<file path="src/cache_cfg.svh">
//////////////////////////////////////////////////
// geometry of the data caches and timing of the
// shared word memory, included by the RTL
//////////////////////////////////////////////////
`ifndef CACHE_CFG_SVH
`define CACHE_CFG_SVH

// cache geometry
`define DCACHE_SETS      8
`define DCACHE_WAYS      2
`define DCACHE_BLK_WORDS 2

// memory depth in words
`define MEM_WORDS 1024

// cycles dwait stays high before each word completes
`define MEM_WAIT 2

`endif

</file>
<file path="src/cpu_types_pkg.sv">
//////////////////////////////////////////////////
// shared types for the data caches, the memory
// bus and the cache state machine
//////////////////////////////////////////////////
`include "cache_cfg.svh"

package cpu_types_pkg;

	typedef logic [31:0] word_t;

	// byte address as seen by a data cache
	typedef struct packed {
		logic [25:0] tag;
		logic [2:0]  idx;
		logic        blkoff; // word within block
		logic [1:0]  bytoff;
	} dcachef_t;

	// one way of one set
	typedef struct packed {
		logic [25:0]                        tag;
		word_t [`DCACHE_BLK_WORDS-1:0] data;
		logic                               valid;
		logic                               dirty;
	} cache_block_t;

	typedef enum logic [3:0] {
		idle,
		writeback1, // victim word 0
		writeback2,
		fetch1,     // new block word 0
		fetch2,
		fetch_done,
		flush1,
		flush2,
		flushed     // sticky until reset
	} cache_state_t;

endpackage

</file>
<file path="src/cache_mem_if.sv">
//////////////////////////////////////////////////
// word bus between one data cache and the memory
// arbiter, one instance per cache
//////////////////////////////////////////////////
`timescale 1ns/100ps

interface cache_mem_if;
	import cpu_types_pkg::*;

	logic  dREN;   // held as a level
	logic  dWEN;
	word_t daddr;
	word_t dstore;
	word_t dload;  // valid while dwait low
	logic  dwait;

	modport cache (
		output dREN, dWEN, daddr, dstore,
		input  dload, dwait
	);

	modport arbiter (
		input  dREN, dWEN, daddr, dstore,
		output dload, dwait
	);

endinterface

</file>
<file path="src/mem_arbiter.sv">
//////////////////////////////////////////////////
// shares the word memory between two data caches,
// core 0 first, grant held for a whole transfer
//////////////////////////////////////////////////
`timescale 1ns/100ps

module mem_arbiter (
	input  logic                 CLK,
	input  logic                 nRST,
	cache_mem_if.arbiter         c0,
	cache_mem_if.arbiter         c1,
	output logic                 ren,
	output logic                 wen,
	output cpu_types_pkg::word_t addr,
	output cpu_types_pkg::word_t wdata,
	input  cpu_types_pkg::word_t rdata,
	input  logic                 mem_wait
);

	logic granted; // owner was requesting last cycle
	logic owner;
	logic req0, req1;
	logic own_req;
	logic sel;     // cache on the bus this cycle

	assign req0 = c0.dREN | c0.dWEN;
	assign req1 = c1.dREN | c1.dWEN;
	assign own_req = owner ? req1 : req0;

	// owner keeps the bus while it requests, else core 0 wins
	assign sel = (granted && own_req) ? owner : ~req0;

	always_ff @(posedge CLK, negedge nRST) begin
		if (!nRST) begin
			granted <= 1'b0;
			owner <= 1'b0;
		end else begin
			granted <= sel ? req1 : req0;
			owner <= sel;
		end
	end

	// request path to memory
	always_comb begin
		if (sel) begin
			ren = c1.dREN;
			wen = c1.dWEN;
			addr = c1.daddr;
			wdata = c1.dstore;
		end else begin
			ren = c0.dREN;
			wen = c0.dWEN;
			addr = c0.daddr;
			wdata = c0.dstore;
		end
	end

	// the waiting cache just sees a stalled bus
	assign c0.dwait = sel ? 1'b1 : mem_wait;
	assign c1.dwait = sel ? mem_wait : 1'b1;
	assign c0.dload = sel ? '0 : rdata;
	assign c1.dload = sel ? rdata : '0;

endmodule

</file>
<file path="src/flat_wrapper.sv">
// flat-port wrapper written by rule: the top's interface ports become plain ports
module mem_arbiter_flat 
  (CLK, nRST, ren, wen, addr, wdata, rdata, mem_wait, c0_dREN, c0_dWEN, c0_daddr, c0_dstore, c0_dload, c0_dwait, c1_dREN, c1_dWEN, c1_daddr, c1_dstore, c1_dload, c1_dwait);
  cache_mem_if c0_i ();
  cache_mem_if c1_i ();
  input  logic CLK;
  input  logic nRST;
  output logic ren;
  output logic wen;
  output cpu_types_pkg::word_t addr;
  output cpu_types_pkg::word_t wdata;
  input  cpu_types_pkg::word_t rdata;
  input  logic mem_wait;
  input wire logic [$bits(c0_i.dREN)-1:0] c0_dREN;
  input wire logic [$bits(c0_i.dWEN)-1:0] c0_dWEN;
  input wire logic [$bits(c0_i.daddr)-1:0] c0_daddr;
  input wire logic [$bits(c0_i.dstore)-1:0] c0_dstore;
  output wire logic [$bits(c0_i.dload)-1:0] c0_dload;
  output wire logic [$bits(c0_i.dwait)-1:0] c0_dwait;
  input wire logic [$bits(c1_i.dREN)-1:0] c1_dREN;
  input wire logic [$bits(c1_i.dWEN)-1:0] c1_dWEN;
  input wire logic [$bits(c1_i.daddr)-1:0] c1_daddr;
  input wire logic [$bits(c1_i.dstore)-1:0] c1_dstore;
  output wire logic [$bits(c1_i.dload)-1:0] c1_dload;
  output wire logic [$bits(c1_i.dwait)-1:0] c1_dwait;
  assign c0_i.dREN = c0_dREN;
  assign c0_i.dWEN = c0_dWEN;
  assign c0_i.daddr = c0_daddr;
  assign c0_i.dstore = c0_dstore;
  assign c0_dload = c0_i.dload;
  assign c0_dwait = c0_i.dwait;
  assign c1_i.dREN = c1_dREN;
  assign c1_i.dWEN = c1_dWEN;
  assign c1_i.daddr = c1_daddr;
  assign c1_i.dstore = c1_dstore;
  assign c1_dload = c1_i.dload;
  assign c1_dwait = c1_i.dwait;
  mem_arbiter u_core (.CLK(CLK), .nRST(nRST), .c0(c0_i), .c1(c1_i), .ren(ren), .wen(wen), .addr(addr), .wdata(wdata), .rdata(rdata), .mem_wait(mem_wait));
endmodule
</file>
<file path="config.mk">
export PLATFORM = sky130hd
export DESIGN_NAME = mem_arbiter_flat
export DESIGN_NICKNAME = d
export VERILOG_FILES = /design/src/cpu_types_pkg.sv /design/src/cache_mem_if.sv /design/src/mem_arbiter.sv /design/src/flat_wrapper.sv
export VERILOG_INCLUDE_DIRS = /design/src /design/src/src
export SDC_FILE = /design/constraint.sdc
export NUM_CORES = 1
export LEC_CHECK = 0
export ABC_AREA = 0
export BUFFER_PORTS_ARGS = -buffer_cell sky130_fd_sc_hd__buf_2
export CAP_MARGIN = 20
export CORE_AREA = 2 2 116 118
export DETAILED_ROUTE_END_ITERATION = 8
export DIE_AREA = 0 0 118 120
export PLACE_DENSITY = 0.54
export SLEW_MARGIN = 20
export SYNTH_ARGS = -nofsm -noshare
export SYNTH_HDL_FRONTEND = slang
export SYNTH_SLANG_ARGS = --single-unit
export TNS_END_PERCENT = 30
</file>
<file path="constraint.sdc">
create_clock -name CLK -period 3.18 [get_ports CLK]
set_input_delay 0.318 -clock CLK [delete_from_list [all_inputs] [get_ports CLK]]
set_output_delay 0.318 -clock CLK [all_outputs]
set_load 0.02 [all_outputs]
</file>
==> impl_results.md <==
* Die Span Y at 120 µm
* Register clock-pin slew on the reported worst setup and hold paths at around 0.03 ns
* Die area at approximately 0.014 mm²
* Flop-to-flop setup slack at 1.63 ns
* Synth Net Count at 325
* Number of global-route vias before repair at between 2000 and 2500
* Hold path depth at 3
* Nets at around 620
* Global-route wire length before repair at between 10 and 15 mm
* Initial Util at between 10% and 20%
* Area delta synth->final at 131%
* ANT cells at 0
* Fin crit period at roughly 2.3 ns
* GRT Total Usage at 10.5%
* CP max FO at 41
* Maximum number of pins on one net before global-route repair at 42
* TNS Setup at 0 ns
* Crit path kind: reg -> out
* Clk_lat worst skew at 0.22 ns
* Post-route insts no fill at 628
* # DRC at 0
* H-Tree Depth at 1
* Post-Syn Instances at 158
* Synthesized area at 0.00135 mm²
* Yosys warnings at 0
* Fmax achieved at 0.428 GHz
* Drt first pass iters at 4
* DPL Wire Length at approximately 7.3 mm
* Root Driver: clkbuf_16
* Flops & latches, synth at 2
* Clock sink count at 2
* Fin. max-slew vios at 0
* CTS tree: done
* Io pins at ~300
* # placed instances at 624
* Final WS setup at roughly 0.85 ns
* WL per Instance at ~13 µm
* Setup crit end kind: output port
* Setup crit start kind: register
* RSZ-0062 raised after global routing: no
* Post-route clock period utilization at about three quarters
* Final hold slack at around 0.37 ns
* Chip width at approximately 120 µm
* Final setup violating endpoints at 0
* Gr ovfl total at 0
* Slew HR at 65.4%
* Hold crit path type: in -> reg
* Most common cell after layout, fill and taps aside: buf_2
* Layout cells sized above 1 at roughly 83%
* Core ar. at 0.0130 mm²
* Resized Gates After CTS at 0
* CTS Buf Count at 3
* Arrival time at the worst endpoint at 2.02 ns
* Final WL at just over 8 mm
* VDD IR-drop max at roughly 110 µV
* Final antenna-violating net count at 0
* Fill cell count at between 1000 and 1500
* Hold Fails Final Rpt at 0
* Number of vias per cell at around 3.6
* Most frequent cells in the layout: buf_2, and2_1, mux2_2
* Sequential area share after synthesis at 3.70%
* Place WS at 0.951 ns
* Cell Rows at 42
* Detailed Route Iter0 Violations at 59
* Port Buffer Count at around 300
* PwrDens at 317 mW/mm²
* Worst-Margin Slew at just over 0.5 ns
* Skew final at ~0.0013 ns
* Max Cap Viol at 0
* Status: complete, no violations
* Routability cong. at slightly below 0.8
* Syn Area/Cell at between 8 and 9 µm²
* Clock tree buffer depth at 2
* Post-synth cell types at 16
* Critical Path RT at ~2.9 ns
* Vias at around 2300
* Leakage at 1.78 nW
* Reg2Reg Depth at 3
* Initial antenna violation count at 0
[Yosys cell counts]
library cell | n | area share, %
and2_1 | 64 | 30
mux2_2 | 64 | 53
buf_4 | 6 | 3.3
clkbuf_1 | 3 | 0.83
clkbuf_2 | 3 | 1.1
nand3_1 | 3 | 1.1
a21oi_1 | 2 | 0.74
a31oi_1 | 2 | 0.93
dfrtp_1 | 2 | 3.7
inv_1 | 2 | 0.56
nand2b_1 | 2 | 0.93
a2bb2oi_4 | 1 | 1.9
buf_6 | 1 | 0.83
inv_2 | 1 | 0.28
nand2_1 | 1 | 0.28
nor2_2 | 1 | 0.46
[cell type report]
cell class / count / area [µm²] / area share [%]
sequential: 2 / 50.0 / 1.60
clock buffer: 3 / 75.1 / 2.40
multi-input combinational: 140 / 1210 / 38.6
tap: 176 / 220 / 7.04
timing repair buffer: 304 / 1560 / 50.0
inverter: 3 / 11.3 / 0.360
[final timing paths]
| path | to | start |
|---|---|---|
| min in group asynchronous | u_core.granted | nRST |
| worst min-delay path | u_core.granted | c1_dREN |
| worst max register to register | u_core.owner | u_core.granted |
| max in group asynchronous | u_core.owner | nRST |
| worst max-delay path | wdata[29] | u_core.granted |
| worst min register to register | u_core.owner | u_core.granted |
[metrics by stage]
| step | util [%] | power [mW] | area (µm²) |
|---|---|---|---|
| floorplan | - | 0.508 | 1350 |
| global placement | 23.4 | 0.807 | 3040 |
| detailed placement | 23.4 | 0.807 | 3040 |
| CTS | 24.1 | 1.01 | 3130 |
| global route | 24.1 | 1.05 | 3130 |
| finish | 24.1 | 0.990 | 3130 |
[layer usage]
metal	track usage (%)	up-vias	wire length [µm]
li1	-	1128	-
met2	19.0	162	4050
met1	12.0	976	3050
met3	3.14	10	880
met5	0	-	0
met4	2.94	0	114
[registers in the layout, indices dropped and copies added (netlist names)]
| signal | cells |
|---|---|
| u_core.owner | 1 |
| u_core.granted | 1 |
[cells by family after synthesis]
| kind of cell | after synthesis | synth area share, % |
|---|---|---|
| buffers and inverters | 16 | 6.94 |
| muxes | 64 | 53.3 |
| and+or+nand+nor | 71 | 32.4 |
| AOI/OAI and AO/OA | 5 | 3.61 |
| DFF | 2 | 3.70 |
[report_power, final]
group	internal, mW	switching (mW)	leakage, nW
registers	0.0276	0.00142	0.0206
clock network	0.160	0.0311	0.0370
logic	0.341	0.429	1.72
[what timing repair did]
item / CTS / global route
buffers inserted: 0 / 0
endpoints found under the hold margin: 2 / 0
hold buffers: 1 / 0
[critical path, cell delays in order (launching register included)]
cell	delay, ns
dfrtp_1	0.38
nand2_1	0.15
a2bb2oi_4	0.44
buf_12	0.26
mux2_2	0.36
buf_2	0.16
No activity file was read; power rests on OpenSTA's default activity.
